<file path="src/mfRom.hex">
// One 32-bit word per line. Words 0-7 are the bank 0 template, 8-15 the bank 1 template.
// Template word is real (upper 16 bits) and imaginary (lower 16 bits); data word is two samples.
// Bank 0
00400000
0030FFF0
0020FFE0
0010FFD0
FFF00010
FFE00020
0008FFF8
00040004
// Bank 1
00050007
FFFB000C
0019FFE7
FF9C0032
0064FFCE
FFE2001E
000FFFF1
FFF80009
// Input data, upper sample first
01000080
FF000040
7FFF8000
00020003
FFFCFFFB
03E8FC18
0010FFF0
12345678
EDCCA988
00000000
00500050
FFB0FFB0
40000001
C000FFFF
0A0BF5F5
7FFF7FFF

</file>
<file path="src/common/mfConfigPkg.sv">
// Matched-filter configuration package with sizes, counts and the ROM address map.
`default_nettype none

package mfConfigPkg;

	// Width of one real sample and of each half of a complex coefficient.
	localparam int sampleWidth = 16;

	// Number of filter taps. A template holds one ROM word per tap.
	localparam int tapCount = 8;

	// The data region holds two samples per word, so 32 samples in all.
	localparam int dataWords = 16;

	// Total ROM size in words and the address width that covers it.
	localparam int romDepth = 32;
	localparam int addrWidth = $clog2(romDepth);

	// Start addresses of the two templates and of the input data block.
	// Bank 0 and bank 1 each span tapCount words.
	localparam logic [addrWidth-1:0] bankBase0 = addrWidth'(0);
	localparam logic [addrWidth-1:0] bankBase1 = addrWidth'(8);
	localparam logic [addrWidth-1:0] dataBase = addrWidth'(16);

	// A full product is twice the sample width.
	// Three guard bits cover the growth of an eight-term sum.
	localparam int accWidth = 2 * sampleWidth + 3;

endpackage

`default_nettype wire
</file>
<file path="src/common/mfWordPkg.sv">
// ROM word package with the two decodings of a word and the streamer mode and state codes.
`default_nettype none

package mfWordPkg;

	// One ROM word, read either as a complex coefficient or as two real samples.
	// In the coefficient view, index 1 is the real part and index 0 the imaginary part.
	// In the data view, index 1 is the earlier sample and index 0 the later one.
	typedef union packed {
		logic [1:0][mfConfigPkg::sampleWidth-1:0] coeff;
		logic [1:0][mfConfigPkg::sampleWidth-1:0] samples;
	} romWord_t;

	// A streamer either loads a template or pushes input data.
	typedef enum logic {
		modeCoeff = 1'b0,
		modeData = 1'b1
	} streamMode_t;

	// State codes of the streamer FSM.
	localparam logic [2:0] stIdle = 3'd0;
	localparam logic [2:0] stRequest = 3'd1;
	localparam logic [2:0] stCapture = 3'd2;
	localparam logic [2:0] stEmit = 3'd3;
	localparam logic [2:0] stFinish = 3'd4;

endpackage

`default_nettype wire

</file>
<file path="src/logic/matchedFilterTop.sv">
// Matched-filter top level joining the shared ROM, its arbiter, two streamers and the FIR.
`timescale 1ns/1ps
`default_nettype none

module matchedFilterTop (
	input wire logic clock,
	input wire logic rst,
	input wire logic loadCoeff,
	input wire logic bankSel,
	input wire logic startData,
	output logic filtStrobe,
	output logic signed [mfConfigPkg::accWidth-1:0] filtRe,
	output logic signed [mfConfigPkg::accWidth-1:0] filtIm,
	output logic filtBank,
	output logic coeffSetFlag,
	output logic dataDoneFlag
);

	// Coefficient streamer side of the arbiter.
	logic coeffReq;
	logic coeffGrant;
	logic [mfConfigPkg::addrWidth-1:0] coeffAddr;

	// Data streamer side of the arbiter.
	logic dataReq;
	logic dataGrant;
	logic [mfConfigPkg::addrWidth-1:0] dataAddr;

	logic [mfConfigPkg::addrWidth-1:0] romAddr;
	mfWordPkg::romWord_t romData;

	logic coeffStrobe;
	logic signed [mfConfigPkg::sampleWidth-1:0] coeffRe;
	logic signed [mfConfigPkg::sampleWidth-1:0] coeffIm;
	logic loadDone;
	logic sampleStrobe;
	logic signed [mfConfigPkg::sampleWidth-1:0] sampleIn;

	sampleRom i_rom (.clock(clock), .addr(romAddr), .data(romData));

	// Template loads sit on port A, the data stream on port B.
	romArbiter i_arbiter (
		.clock(clock), .rst(rst),
		.reqA(coeffReq), .reqB(dataReq),
		.addrA(coeffAddr), .addrB(dataAddr),
		.grantA(coeffGrant), .grantB(dataGrant),
		.romAddr(romAddr)
	);

	mifStreamer #(.mode(mfWordPkg::modeCoeff)) coeffStreamer (
		.clock(clock), .rst(rst), .start(loadCoeff), .bankSel(bankSel),
		.romReq(coeffReq), .romAddr(coeffAddr), .romGrant(coeffGrant), .romData(romData),
		.outStrobe(coeffStrobe), .outRe(coeffRe), .outIm(coeffIm), .done(loadDone)
	);

	// Data samples are real, so the imaginary output is left open.
	mifStreamer #(.mode(mfWordPkg::modeData)) dataStreamer (
		.clock(clock), .rst(rst), .start(startData), .bankSel(1'b0),
		.romReq(dataReq), .romAddr(dataAddr), .romGrant(dataGrant), .romData(romData),
		.outStrobe(sampleStrobe), .outRe(sampleIn), .outIm(), .done(dataDoneFlag)
	);

	// The bank tag is taken from bankSel with each coefficient.
	// bankSel is expected to hold steady for the whole load.
	complexFir i_fir (
		.clock(clock), .rst(rst),
		.coeffStrobe(coeffStrobe), .coeffRe(coeffRe), .coeffIm(coeffIm),
		.loadBank(bankSel), .loadDone(loadDone),
		.sampleStrobe(sampleStrobe), .sampleIn(sampleIn),
		.filtStrobe(filtStrobe), .filtRe(filtRe), .filtIm(filtIm), .filtBank(filtBank),
		.coeffSetFlag(coeffSetFlag)
	);

endmodule

`default_nettype wire

</file>
<file path="src/logic/complexFir.sv">
// Double-buffered complex-coefficient FIR that correlates real samples against a template.
`timescale 1ns/1ps
`default_nettype none

module complexFir (
	input wire logic clock,
	input wire logic rst,
	input wire logic coeffStrobe,
	input wire logic signed [mfConfigPkg::sampleWidth-1:0] coeffRe,
	input wire logic signed [mfConfigPkg::sampleWidth-1:0] coeffIm,
	input wire logic loadBank,
	input wire logic loadDone,
	input wire logic sampleStrobe,
	input wire logic signed [mfConfigPkg::sampleWidth-1:0] sampleIn,
	output logic filtStrobe,
	output logic signed [mfConfigPkg::accWidth-1:0] filtRe,
	output logic signed [mfConfigPkg::accWidth-1:0] filtIm,
	output logic filtBank,
	output logic coeffSetFlag
);

	// Template being loaded, and the bank it came from.
	logic signed [mfConfigPkg::sampleWidth-1:0] shadowRe [mfConfigPkg::tapCount];
	logic signed [mfConfigPkg::sampleWidth-1:0] shadowIm [mfConfigPkg::tapCount];
	logic shadowBank;

	// Template in use by the datapath.
	logic signed [mfConfigPkg::sampleWidth-1:0] activeRe [mfConfigPkg::tapCount];
	logic signed [mfConfigPkg::sampleWidth-1:0] activeIm [mfConfigPkg::tapCount];
	logic activeBank;

	// Coefficients that the current sample is multiplied with.
	logic signed [mfConfigPkg::sampleWidth-1:0] useRe [mfConfigPkg::tapCount];
	logic signed [mfConfigPkg::sampleWidth-1:0] useIm [mfConfigPkg::tapCount];
	logic useBank;

	// The window is the new sample plus the history of the seven before it.
	logic signed [mfConfigPkg::sampleWidth-1:0] delayLine [mfConfigPkg::tapCount-1];
	logic signed [mfConfigPkg::sampleWidth-1:0] window [mfConfigPkg::tapCount];

	// Product stage.
	logic signed [2*mfConfigPkg::sampleWidth-1:0] prodRe [mfConfigPkg::tapCount];
	logic signed [2*mfConfigPkg::sampleWidth-1:0] prodIm [mfConfigPkg::tapCount];
	logic prodValid;
	logic prodBank;

	logic signed [mfConfigPkg::accWidth-1:0] sumRe;
	logic signed [mfConfigPkg::accWidth-1:0] sumIm;

	// Words arrive in address order.
	// So after a full load, word k sits at tap k.
	always_ff @(posedge clock) begin
		if (coeffStrobe) begin
			for (int k = 0; k < mfConfigPkg::tapCount - 1; k++) begin
				shadowRe[k] <= shadowRe[k+1];
				shadowIm[k] <= shadowIm[k+1];
			end
			shadowRe[mfConfigPkg::tapCount-1] <= coeffRe;
			shadowIm[mfConfigPkg::tapCount-1] <= coeffIm;
			shadowBank <= loadBank;
		end
	end

	// Swap the finished template in.
	// The flag records that some template has been loaded.
	always_ff @(posedge clock) begin
		if (rst) begin
			for (int k = 0; k < mfConfigPkg::tapCount; k++) begin
				activeRe[k] <= '0;
				activeIm[k] <= '0;
			end
			activeBank <= 1'b0;
			coeffSetFlag <= 1'b0;
		end else if (loadDone) begin
			activeRe <= shadowRe;
			activeIm <= shadowIm;
			activeBank <= shadowBank;
			coeffSetFlag <= 1'b1;
		end
	end

	// A swap in the same cycle as a sample already applies to that sample.
	always_comb begin
		for (int k = 0; k < mfConfigPkg::tapCount; k++) begin
			useRe[k] = loadDone ? shadowRe[k] : activeRe[k];
			useIm[k] = loadDone ? shadowIm[k] : activeIm[k];
		end
		useBank = loadDone ? shadowBank : activeBank;
		window[0] = sampleIn;
		for (int k = 1; k < mfConfigPkg::tapCount; k++) begin
			window[k] = delayLine[k-1];
		end
	end

	// History starts at zero, so early outputs see zero for missing samples.
	always_ff @(posedge clock) begin
		if (rst) begin
			for (int k = 0; k < mfConfigPkg::tapCount - 1; k++) begin
				delayLine[k] <= '0;
			end
		end else if (sampleStrobe) begin
			for (int k = 0; k < mfConfigPkg::tapCount - 1; k++) begin
				delayLine[k] <= window[k];
			end
		end
	end

	// First stage.
	// The sample is real, so each tap needs only two products.
	always_ff @(posedge clock) begin
		if (sampleStrobe) begin
			for (int k = 0; k < mfConfigPkg::tapCount; k++) begin
				prodRe[k] <= window[k] * useRe[k];
				prodIm[k] <= window[k] * useIm[k];
			end
			prodBank <= useBank;
		end
	end

	// Full-precision sums with sign extension into the guard bits.
	always_comb begin
		sumRe = '0;
		sumIm = '0;
		for (int k = 0; k < mfConfigPkg::tapCount; k++) begin
			sumRe = sumRe + prodRe[k];
			sumIm = sumIm + prodIm[k];
		end
	end

	// Second stage. An output appears two cycles after its sample.
	always_ff @(posedge clock) begin
		if (rst) begin
			prodValid <= 1'b0;
			filtStrobe <= 1'b0;
		end else begin
			prodValid <= sampleStrobe;
			filtStrobe <= prodValid;
		end
	end

	always_ff @(posedge clock) begin
		if (prodValid) begin
			filtRe <= sumRe;
			filtIm <= sumIm;
			filtBank <= prodBank;
		end
	end

endmodule

`default_nettype wire

</file>
<file path="src/logic/mifStreamer.sv">
// ROM streamer FSM that fetches one ROM region and emits its decoded values as strobed samples.
`timescale 1ns/1ps
`default_nettype none

module mifStreamer #(
	parameter mfWordPkg::streamMode_t mode = mfWordPkg::modeCoeff
) (
	input wire logic clock,
	input wire logic rst,
	input wire logic start,
	input wire logic bankSel,
	output logic romReq,
	output logic [mfConfigPkg::addrWidth-1:0] romAddr,
	input wire logic romGrant,
	input wire mfWordPkg::romWord_t romData,
	output logic outStrobe,
	output logic signed [mfConfigPkg::sampleWidth-1:0] outRe,
	output logic signed [mfConfigPkg::sampleWidth-1:0] outIm,
	output logic done
);

	logic [2:0] state;
	logic [mfConfigPkg::addrWidth-1:0] wordIdx;
	logic [mfConfigPkg::addrWidth-1:0] baseAddr;
	int regionWords;
	// In data mode, low while the earlier half of the word is being sent.
	logic halfSel;
	// Set once the current word has been fully sent.
	logic wordSent;
	mfWordPkg::romWord_t word;

	// Region selection.
	// Only the coefficient streamer looks at bankSel.
	always_comb begin
		if (mode == mfWordPkg::modeData) begin
			baseAddr = mfConfigPkg::dataBase;
			regionWords = mfConfigPkg::dataWords;
		end else begin
			baseAddr = bankSel ? mfConfigPkg::bankBase1 : mfConfigPkg::bankBase0;
			regionWords = mfConfigPkg::tapCount;
		end
	end

	// A coefficient word is done after one strobe.
	// A data word needs two strobes.
	always_comb begin
		wordSent = (mode == mfWordPkg::modeCoeff) || halfSel;
	end

	// The request is a level that holds until the grant arrives.
	always_comb begin
		romReq = (state == mfWordPkg::stRequest);
	end

	always_ff @(posedge clock) begin
		if (rst) begin
			state <= mfWordPkg::stIdle;
			romAddr <= '0;
			wordIdx <= '0;
			halfSel <= 1'b0;
			outStrobe <= 1'b0;
			done <= 1'b0;
		end else begin
			outStrobe <= 1'b0;
			// The load-complete mark is a one-cycle pulse.
			if (mode == mfWordPkg::modeCoeff) begin
				done <= 1'b0;
			end
			case (state)
				mfWordPkg::stIdle: begin
					// A start seen in any other state is dropped.
					if (start) begin
						romAddr <= baseAddr;
						wordIdx <= '0;
						done <= 1'b0;
						state <= mfWordPkg::stRequest;
					end
				end
				mfWordPkg::stRequest: begin
					if (romGrant) begin
						state <= mfWordPkg::stCapture;
					end
				end
				mfWordPkg::stCapture: begin
					halfSel <= 1'b0;
					state <= mfWordPkg::stEmit;
				end
				mfWordPkg::stEmit: begin
					outStrobe <= 1'b1;
					halfSel <= !halfSel;
					if (wordSent) begin
						if (int'(wordIdx) == regionWords - 1) begin
							state <= mfWordPkg::stFinish;
						end else begin
							romAddr <= romAddr + 1'b1;
							wordIdx <= wordIdx + 1'b1;
							state <= mfWordPkg::stRequest;
						end
					end
				end
				mfWordPkg::stFinish: begin
					// Data mode holds done until the next start.
					done <= 1'b1;
					state <= mfWordPkg::stIdle;
				end
				default: state <= mfWordPkg::stIdle;
			endcase
		end
	end

	// The broadcast ROM word is ours only in the cycle after our own grant.
	always_ff @(posedge clock) begin
		if (state == mfWordPkg::stCapture) begin
			word <= romData;
		end
		if (state == mfWordPkg::stEmit) begin
			if (mode == mfWordPkg::modeCoeff) begin
				outRe <= word.coeff[1];
				outIm <= word.coeff[0];
			end else begin
				outRe <= halfSel ? word.samples[0] : word.samples[1];
				outIm <= '0;
			end
		end
	end

endmodule

`default_nettype wire

</file>
<file path="src/romPath/romArbiter.sv">
// Two-way round-robin arbiter that grants one ROM read per cycle to one of two streamers.
`timescale 1ns/1ps
`default_nettype none

module romArbiter (
	input wire logic clock,
	input wire logic rst,
	input wire logic reqA,
	input wire logic reqB,
	input wire logic [mfConfigPkg::addrWidth-1:0] addrA,
	input wire logic [mfConfigPkg::addrWidth-1:0] addrB,
	output logic grantA,
	output logic grantB,
	output logic [mfConfigPkg::addrWidth-1:0] romAddr
);

	// High when requester B received the most recent grant.
	logic lastB;

	// A lone request is granted at once.
	// When both request, the one not served last wins.
	// The loser waits exactly one cycle.
	// A streamer drops its request after its grant, so each grant lasts one cycle.
	always_comb begin
		grantA = reqA && (!reqB || lastB);
		grantB = reqB && (!reqA || !lastB);
	end

	// The ROM latches this address on the edge that ends the grant cycle.
	// With no grant, the address of A is presented and the read is simply ignored.
	always_comb begin
		if (grantB) begin
			romAddr = addrB;
		end else begin
			romAddr = addrA;
		end
	end

	// Remember who was served.
	// Idle cycles leave the history alone.
	always_ff @(posedge clock) begin
		if (rst) begin
			lastB <= 1'b0;
		end else if (grantA) begin
			lastB <= 1'b0;
		end else if (grantB) begin
			lastB <= 1'b1;
		end
	end

endmodule

`default_nettype wire

</file>
<file path="src/romPath/sampleRom.sv">
// Shared synchronous-read ROM holding both templates and the input sample block.
`timescale 1ns/1ps
`default_nettype none

module sampleRom (
	input wire logic clock,
	input wire logic [mfConfigPkg::addrWidth-1:0] addr,
	output mfWordPkg::romWord_t data
);

	// The array is kept as plain words.
	// The union view is applied only at the output.
	logic [2*mfConfigPkg::sampleWidth-1:0] mem [mfConfigPkg::romDepth];

	// Contents come from a hex file with one 32-bit word per line.
	// Words 0 to 7 are bank 0, words 8 to 15 are bank 1.
	// The rest is input data.
	initial begin
		$readmemh("/design/src/mfRom.hex", mem);
	end

	// One read per cycle.
	// The arbiter presents the granted address in the grant cycle.
	// So the word is valid in the cycle after the grant.
	always_ff @(posedge clock) begin
		data <= mem[addr];
	end

endmodule

`default_nettype wire

</file>
<file path="config.mk">
export PLATFORM = sky130hd
export DESIGN_NAME = matchedFilterTop
export DESIGN_NICKNAME = d
export VERILOG_FILES = /design/src/common/mfConfigPkg.sv /design/src/common/mfWordPkg.sv /design/src/logic/matchedFilterTop.sv /design/src/logic/complexFir.sv /design/src/logic/mifStreamer.sv /design/src/romPath/romArbiter.sv /design/src/romPath/sampleRom.sv
export SDC_FILE = /design/constraint.sdc
export NUM_CORES = 1
export LEC_CHECK = 0
export BUFFER_PORTS_ARGS = -buffer_cell sky130_fd_sc_hd__clkbuf_2
export CAP_MARGIN = 20
export CORE_MARGIN = 10
export CORE_UTILIZATION = 51
export CTS_CLUSTER_SIZE = 25
export DETAILED_ROUTE_END_ITERATION = 6
export PLACE_DENSITY = 0.88
export SLEW_MARGIN = 20
export SYNTH_ARGS = -nofsm -noshare
export SYNTH_HDL_FRONTEND = slang
export SYNTH_SLANG_ARGS = --single-unit
</file>
<file path="constraint.sdc">
create_clock -name clock -period 3.1 [get_ports clock]
set_input_delay 0.31 -clock clock [delete_from_list [all_inputs] [get_ports clock]]
set_output_delay 0.31 -clock clock [all_outputs]
set_load 0.01 [all_outputs]
</file>
==> results of run 1 <==
cells by family after synthesis:
family,Yosys count
buf+inv,81
compound gates,23
other cells,1
flops,29
fa+ha+maj,3
mux,4
simple gates,62
power groups by stage:
stage	clock (µW)	combinational, µW	sequential, µW
after floorplan	0	174	406
after global placement	0	99.2	422
after detailed placement	0	102	424
after CTS	222	102	415
after global routing	239	118	418
final	213	106	415
cell usage after synthesis, types with 4 or more instances:
library cell,count
nand2_1,5
clkbuf_1,4
inv_1,4
dfxtp_1,26
a21oi_1,4
nand2b_1,10
buf_4,70
nor2_1,9
nand3_1,5
o211ai_1,5
cells in the final DEF, fill, tap and decap left out, types with 2 or more instances in the layout:
cell and count:
a21oi_1 4, a31oi_1 2, and3_1 2, and4bb_2 3, clkbuf_1 3, clkbuf_2 8, clkbuf_4 5, conb_1 70
dfxtp_1 26, edfxtp_1 3, ha_1 3, inv_1 4, mux2i_1 3, nand2_1 5, nand2b_1 10, nand3_1 5
nand3b_1 2, nand4b_1 2, nor2_1 9, nor2b_1 3, nor3_1 3, nor4b_1 2, o211ai_1 5, o21ai_0 3
or3_1 3, or3b_2 2
layer usage:
metal | vias up | routed length [µm] | GRT usage [%]
met4 | 0 | 66 | 6.51
met3 | 5 | 310 | 3.56
met1 | 527 | 1320 | 10.6
li1 | 576 | - | -
met5 | - | 0 | 0
met2 | 54 | 1420 | 13.6
layout make-up:
cell class                      instances  share of cell area (%)
Clock buffer                            8                    2.89
Inverter                                4                   0.889
Multi-Input combinational cell        162                    54.3
Sequential cell                        29                    36.1
Tap cell                               46                    3.41
Timing Repair Buffer                    8                    2.37
worst max path at each step:
stage / startpoint / end / slack (ns) / cells after the start
6_report: dataStreamer.wordIdx[0] / dataStreamer.wordIdx[0] / 1.16 / 6
5_1_grt: dataStreamer.wordIdx[0] / dataStreamer.wordIdx[1] / 0.98 / 6
4_1_cts: dataStreamer.wordIdx[0] / dataStreamer.wordIdx[2] / 1.14 / 6
3_5_place_dp: dataStreamer.wordIdx[0] / dataStreamer.wordIdx[3] / 1.16 / 6
3_3_place_gp: dataStreamer.wordIdx[0] / dataStreamer.wordIdx[2] / 1.24 / 6
2_1_floorplan: dataStreamer.wordIdx[0] / dataStreamer.wordIdx[2] / 1.37 / 6
worst max-delay path: stages (launching register included):
cell and delay, ns:
dfxtp_1 0.34, ha_1 0.23, and3_1 0.19, ha_1 0.22, nand4b_1 0.18, a21oi_1 0.47, mux2i_1 0.24
metrics by stage:
step                      utilization, %  power [µW]  instances
final                               49.5         734        257
after global routing                49.5         776        257
after CTS                           49.5         738        257
after detailed placement            48.0         525        249
after global placement              48.0         521        249
after floorplan                        -         580        272
sequential cells by signal (all words and copies together) (netlist names):
signal,flops
coeffStreamer.done,1
coeffStreamer.outStrobe,1
coeffStreamer.state,3
coeffStreamer.wordIdx,5
dataStreamer.done,1
dataStreamer.halfSel,1
dataStreamer.outStrobe,1
dataStreamer.state,3
dataStreamer.wordIdx,5
i_arbiter.lastB,1
i_fir.activeBank,1
i_fir.coeffSetFlag,1
i_fir.filtBank,1
i_fir.filtStrobe,1
i_fir.prodBank,1
i_fir.prodValid,1
i_fir.shadowBank,1
==> flow_metrics.py, run 1 <==
metrics = {
    "route": {
        "wire_per_inst_um": 12.1,
        "wl_um": 3120,
        "drt-vias-per-instance": 4.52,
        "drtIter0Drc": 63,
        "remaining_drc_errors": 0,
        "dr.pass1.iters": 4,
        "ant_nets": 0,
        "vias": 1162,
    },
    "yosys": {
        "syn_inst": 203,
        "synth_compound_area_share_pct": 8.95,
        "synth-edff-count": 3,
        "ys.flop_type": "dfxtp_1",
        "synth_xor_area_share_pct": 0,
        "synth_area_leaders": "buf_4 (28%), dfxtp_1 (28%), edfxtp_1 (4.9%)",
        "synth_seq_cells": 29,
        "synthArstFlopShare_pct": 0,
        "synth_cell_types": 48,
        "synth_top_cell_area_share_pct": 28.5,
        "avgSynthCellArea_um2": 9.09,
        "yosysSeqAreaShare_pct": 33.1,
        "synth_top_family_by_area": "buffers and inverters",
        "yosysWarnings": 0,
        "syn_area_um2": 1850,
        "synth_fa_ha_area_share_pct": 2.03,
        "synthMuxAreaShare_pct": 2.24,
        "synth_area_leader_cell": "buf_4",
        "synthSimpleGateAreaFrac_pct": 22.2,
    },
    "power_and_ir_drop": {
        "seqPwrFrac_pct": 56.6,
        "internal-power_uw": 514,
        "pwr-share-comb_pct": 14.4,
        "p_sw_uw": 220,
        "pwr-share-clk_pct": 29.0,
        "swShare_pct": 30.0,
        "p_per_area_nw_per_um2": 434,
        "p_leak_uw": 0.000721,
        "vdd_ir_drop_max_mv": 0.307,
    },
    "setup_path": {
        "cp-start-kind": "register",
        "r2r_end": "dataStreamer.wordIdx[0]",
        "critical_path_class": "reg2reg",
        "crit_required_ns": 3.35,
        "cp-end-kind": "register",
        "rr_worst_depth": 6,
        "crit_arrival_ns": 2.20,
        "crit_fanout": 5,
        "r2r_slack_ns": 1.16,
        "r2r_start": "dataStreamer.wordIdx[0]",
    },
    "cells_and_area": {
        "final_nets": 218,
        "regArea_um2": 611,
        "design_area_um2": 1690,
        "multi_input_area_um2": 917,
        "n_antenna_cell": 0,
        "fillers": 352,
        "synthToLayoutAreaGrowth_pct": -8.47,
        "drive_gt1_share_pct": 11.4,
    },
    "global_routing": {
        "grt_pass1_vias": 1074,
        "overflow": 0,
        "grt_pass1_wl_um": 4800,
        "grt_max_degree": 27,
        "grt_antenna_before_repair": 0,
        "grtUsageTotal_pct": 9.18,
    },
    "sta": {
        "whs_ns": 0.174,
        "maxSlewHeadroom_pct": 64.8,
        "skew_ns": 0.00910,
        "finalWorstSetupSlack_ns": 1.16,
        "report.final.slew_viol_count": 0,
        "rsz0062_at_grt": "false",
        "fin_crit_sh_pct": 62.6,
        "setup_viol": 0,
        "setup_tns_ns": 0,
        "fmax_ghz": 0.515,
        "worstMarginPinSlew_ns": 0.528,
        "hold_viol_final": 0,
        "post-route-min-period_ns": 1.94,
    },
    "floorplanning": {
        "die_h_um": 80.2,
        "die-area_um2": 6420,
        "row_count": 21,
        "initial_core_util_pct": 54.0,
        "io_pins": 79,
        "die_w_um": 80.2,
        "fp.coreArea_um2": 3420,
    },
    "worst_hold_path": {
        "min_path_type": "in2reg",
        "min_to": "i_fir.shadowBank",
        "min_from": "bankSel",
        "min_path_cells": 1,
    },
    "clock_tree": {
        "clockBufferDepth": 2,
        "clk_pin_slew_worst_paths_ns": 0.09,
        "cts.sink_count": 29,
        "cts_buffers": 5,
        "cts_root_buf": "clkbuf_4",
        "hold_buffers": 0,
        "clk_latency_ns": 0.32,
        "cts_tree": "built",
        "cts_resized": 0,
        "post_cts_buffers": 0,
        "h-tree-depth": 2,
    },
    "place": {
        "gp_congestion": 0.733,
        "port_buffers": 8,
        "place_area_um2": 1640,
        "pre_cts_ws_ns": 1.16,
        "place_hpwl_um": 2420,
    },
    "status": {
        "status": "finished clean",
    },
    "run": {
        "cap_violations": 0,
    },
}
(Power assumes the default switching activity.)
==> run 2: changes to the inputs <==
- CORE_UTILIZATION: 51 -> 48
- PLACE_DENSITY: 0.88 -> 0.83
- clock period: 3.1 -> 2 ns (I/O delays scaled with it)
==> flow_metrics.py, run 2 (same netlist as run 1, synthesis figures left out) <==
metrics = {
    "sta": {
        "fmax_ghz": 0.586,
        "report.final.slew_viol_count": 0,
        "rsz0062_at_grt": "false",
        "post-route-min-period_ns": 1.71,
        "fin_crit_sh_pct": 85.3,
        "setup_viol": 0,
        "hold_viol_final": 0,
        "setup_tns_ns": 0,
        "skew_ns": 0.00362,
    },
    "cells_and_area": {
        "final_cells": 261,
        "final_cell_mix": "conb_1 (70), dfxtp_1 (26), nand2b_1 (10), nor2_1 (9), clkbuf_2 (8)",
        "design_area_um2": 1740,
        "drive_gt1_share_pct": 12.2,
        "n_antenna_cell": 0,
        "synthToLayoutAreaGrowth_pct": -5.83,
        "reg_top3": "coeffStreamer.wordIdx: 5 flops, dataStreamer.wordIdx: 5 flops",
        "mostFrequentLayoutCell": "conb_1",
        "final_nets": 220,
    },
    "global_routing": {
        "grt_max_degree": 16,
        "grt_pass1_wl_um": 4730,
        "grt_antenna_before_repair": 0,
        "overflow": 0,
        "grt_pass1_vias": 1087,
        "grtUsageTotal_pct": 8.98,
    },
    "setup_path": {
        "crit_fanout": 5,
        "cp-endpoint": "dataStreamer.wordIdx[1]",
        "r2r_start": "dataStreamer.wordIdx[0]",
        "cp_slowest_cell": "dfxtp_1",
        "critPathMostFrequentCell": "ha_1",
        "worst-path-buf-inv": 1,
        "r2r_end": "dataStreamer.wordIdx[1]",
        "cp-end-kind": "register",
        "crit_required_ns": 2.21,
        "crit_arrival_ns": 1.92,
        "cp_top_family": "adder cells",
        "path_cells": "ha_1 -> and3_1 -> ha_1 -> nand4b_1 -> a21oi_1 -> buf_4 -> mux2i_1",
        "path_depth": 7,
        "r2r_slack_ns": 0.29,
        "cp-start-kind": "register",
        "slowest_delay_ns": 0.33,
        "critical_path_class": "reg2reg",
        "crit_start": "dataStreamer.wordIdx[0]",
        "rr_worst_depth": 7,
    },
    "floorplanning": {
        "die-area_um2": 6720,
        "die_w_um": 82.0,
        "initial_core_util_pct": 50.0,
        "io_pins": 79,
        "row_count": 22,
        "die_h_um": 82.0,
        "fp.coreArea_um2": 3690,
    },
    "power_and_ir_drop": {
        "internal-power_uw": 908,
        "seqPwrFrac_pct": 50.9,
        "pwr-share-clk_pct": 35.9,
        "p_per_area_nw_per_um2": 729,
        "pwr-share-comb_pct": 13.2,
        "p_sw_uw": 360,
        "swShare_pct": 28.4,
        "p_leak_uw": 0.000744,
        "vdd_ir_drop_max_mv": 0.323,
    },
    "route": {
        "dr.pass1.iters": 4,
        "drtIter0Drc": 71,
        "ant_nets": 0,
        "remaining_drc_errors": 0,
        "wire_per_inst_um": 12.2,
        "wl_um": 3180,
        "vias": 1174,
        "drt-vias-per-instance": 4.50,
    },
    "clock_tree": {
        "cts_buffers": 5,
        "h-tree-depth": 2,
        "cts_tree": "built",
        "clk_latency_ns": 0.28,
        "post_cts_buffers": 0,
        "clockBufferDepth": 2,
        "cts.sink_count": 29,
        "clk_pin_slew_worst_paths_ns": 0.06,
        "cts_root_buf": "clkbuf_8",
        "hold_buffers": 0,
        "cts_resized": 0,
    },
    "place": {
        "place_hpwl_um": 2430,
        "post-place-cells": 253,
        "gp_congestion": 0.768,
        "place_area_um2": 1660,
        "port_buffers": 8,
    },
    "status": {
        "status": "finished clean",
    },
    "worst_hold_path": {
        "min_from": "bankSel",
        "min_path_type": "in2reg",
    },
    "run": {
        "cap_violations": 0,
    },
}
-- run 2: power by group through the flow --
stage | Sequential (µW) | Combinational, µW | Clock (µW)
global placement | 655 | 159 | 0
floorplan | 630 | 269 | 0
detailed placement | 657 | 160 | 0
finish | 645 | 168 | 455
CTS | 644 | 161 | 473
global route | 650 | 189 | 494
-- run 2: how the worst min path moves through the flow --
stage,endpoint,slack (ns),depth (start not counted)
after detailed placement,i_fir.shadowBank,0.38,1
after global routing,i_fir.shadowBank,0.09,1
after CTS,i_fir.shadowBank,0.09,1
final,i_fir.shadowBank,0.11,1
after floorplan,i_fir.shadowBank,0.30,0
after global placement,i_fir.shadowBank,0.38,1
-- run 2: per-layer routing --
metal / share of wire, % / global-route usage [%] / wire (µm) / up-vias
li1: - / - / - / 575
met1: 43 / 9.64 / 1380 / 537
met2: 45 / 14.1 / 1420 / 58
met3: 11 / 4.15 / 336 / 4
met4: 1.5 / 5.61 / 48 / 0
met5: 0 / 0 / 0 / -
-- run 2: metrics by stage --
| stage | power [µW] | hold WS [ns] | setup slack, ns | utilization (%) |
|---|---|---|---|---|
| after floorplan | 899 | 0.299 | 0.266 | - |
| after global placement | 814 | 0.380 | 0.349 | 44.9 |
| after detailed placement | 817 | 0.379 | 0.303 | 44.9 |
| after CTS | 1280 | 0.0906 | 0.278 | 47.1 |
| after global routing | 1330 | 0.0931 | 0.161 | 47.1 |
| final | 1270 | 0.109 | 0.294 | 47.1 |
-- run 2: final cells by class --
class,count,area (µm²)
well taps,48,60.1
clock buffers,8,80.1
fillers,385,1950
flip-flops and latches,29,611
inverters,4,15.0
repair buffers,10,55.1
multi-input cells,162,917
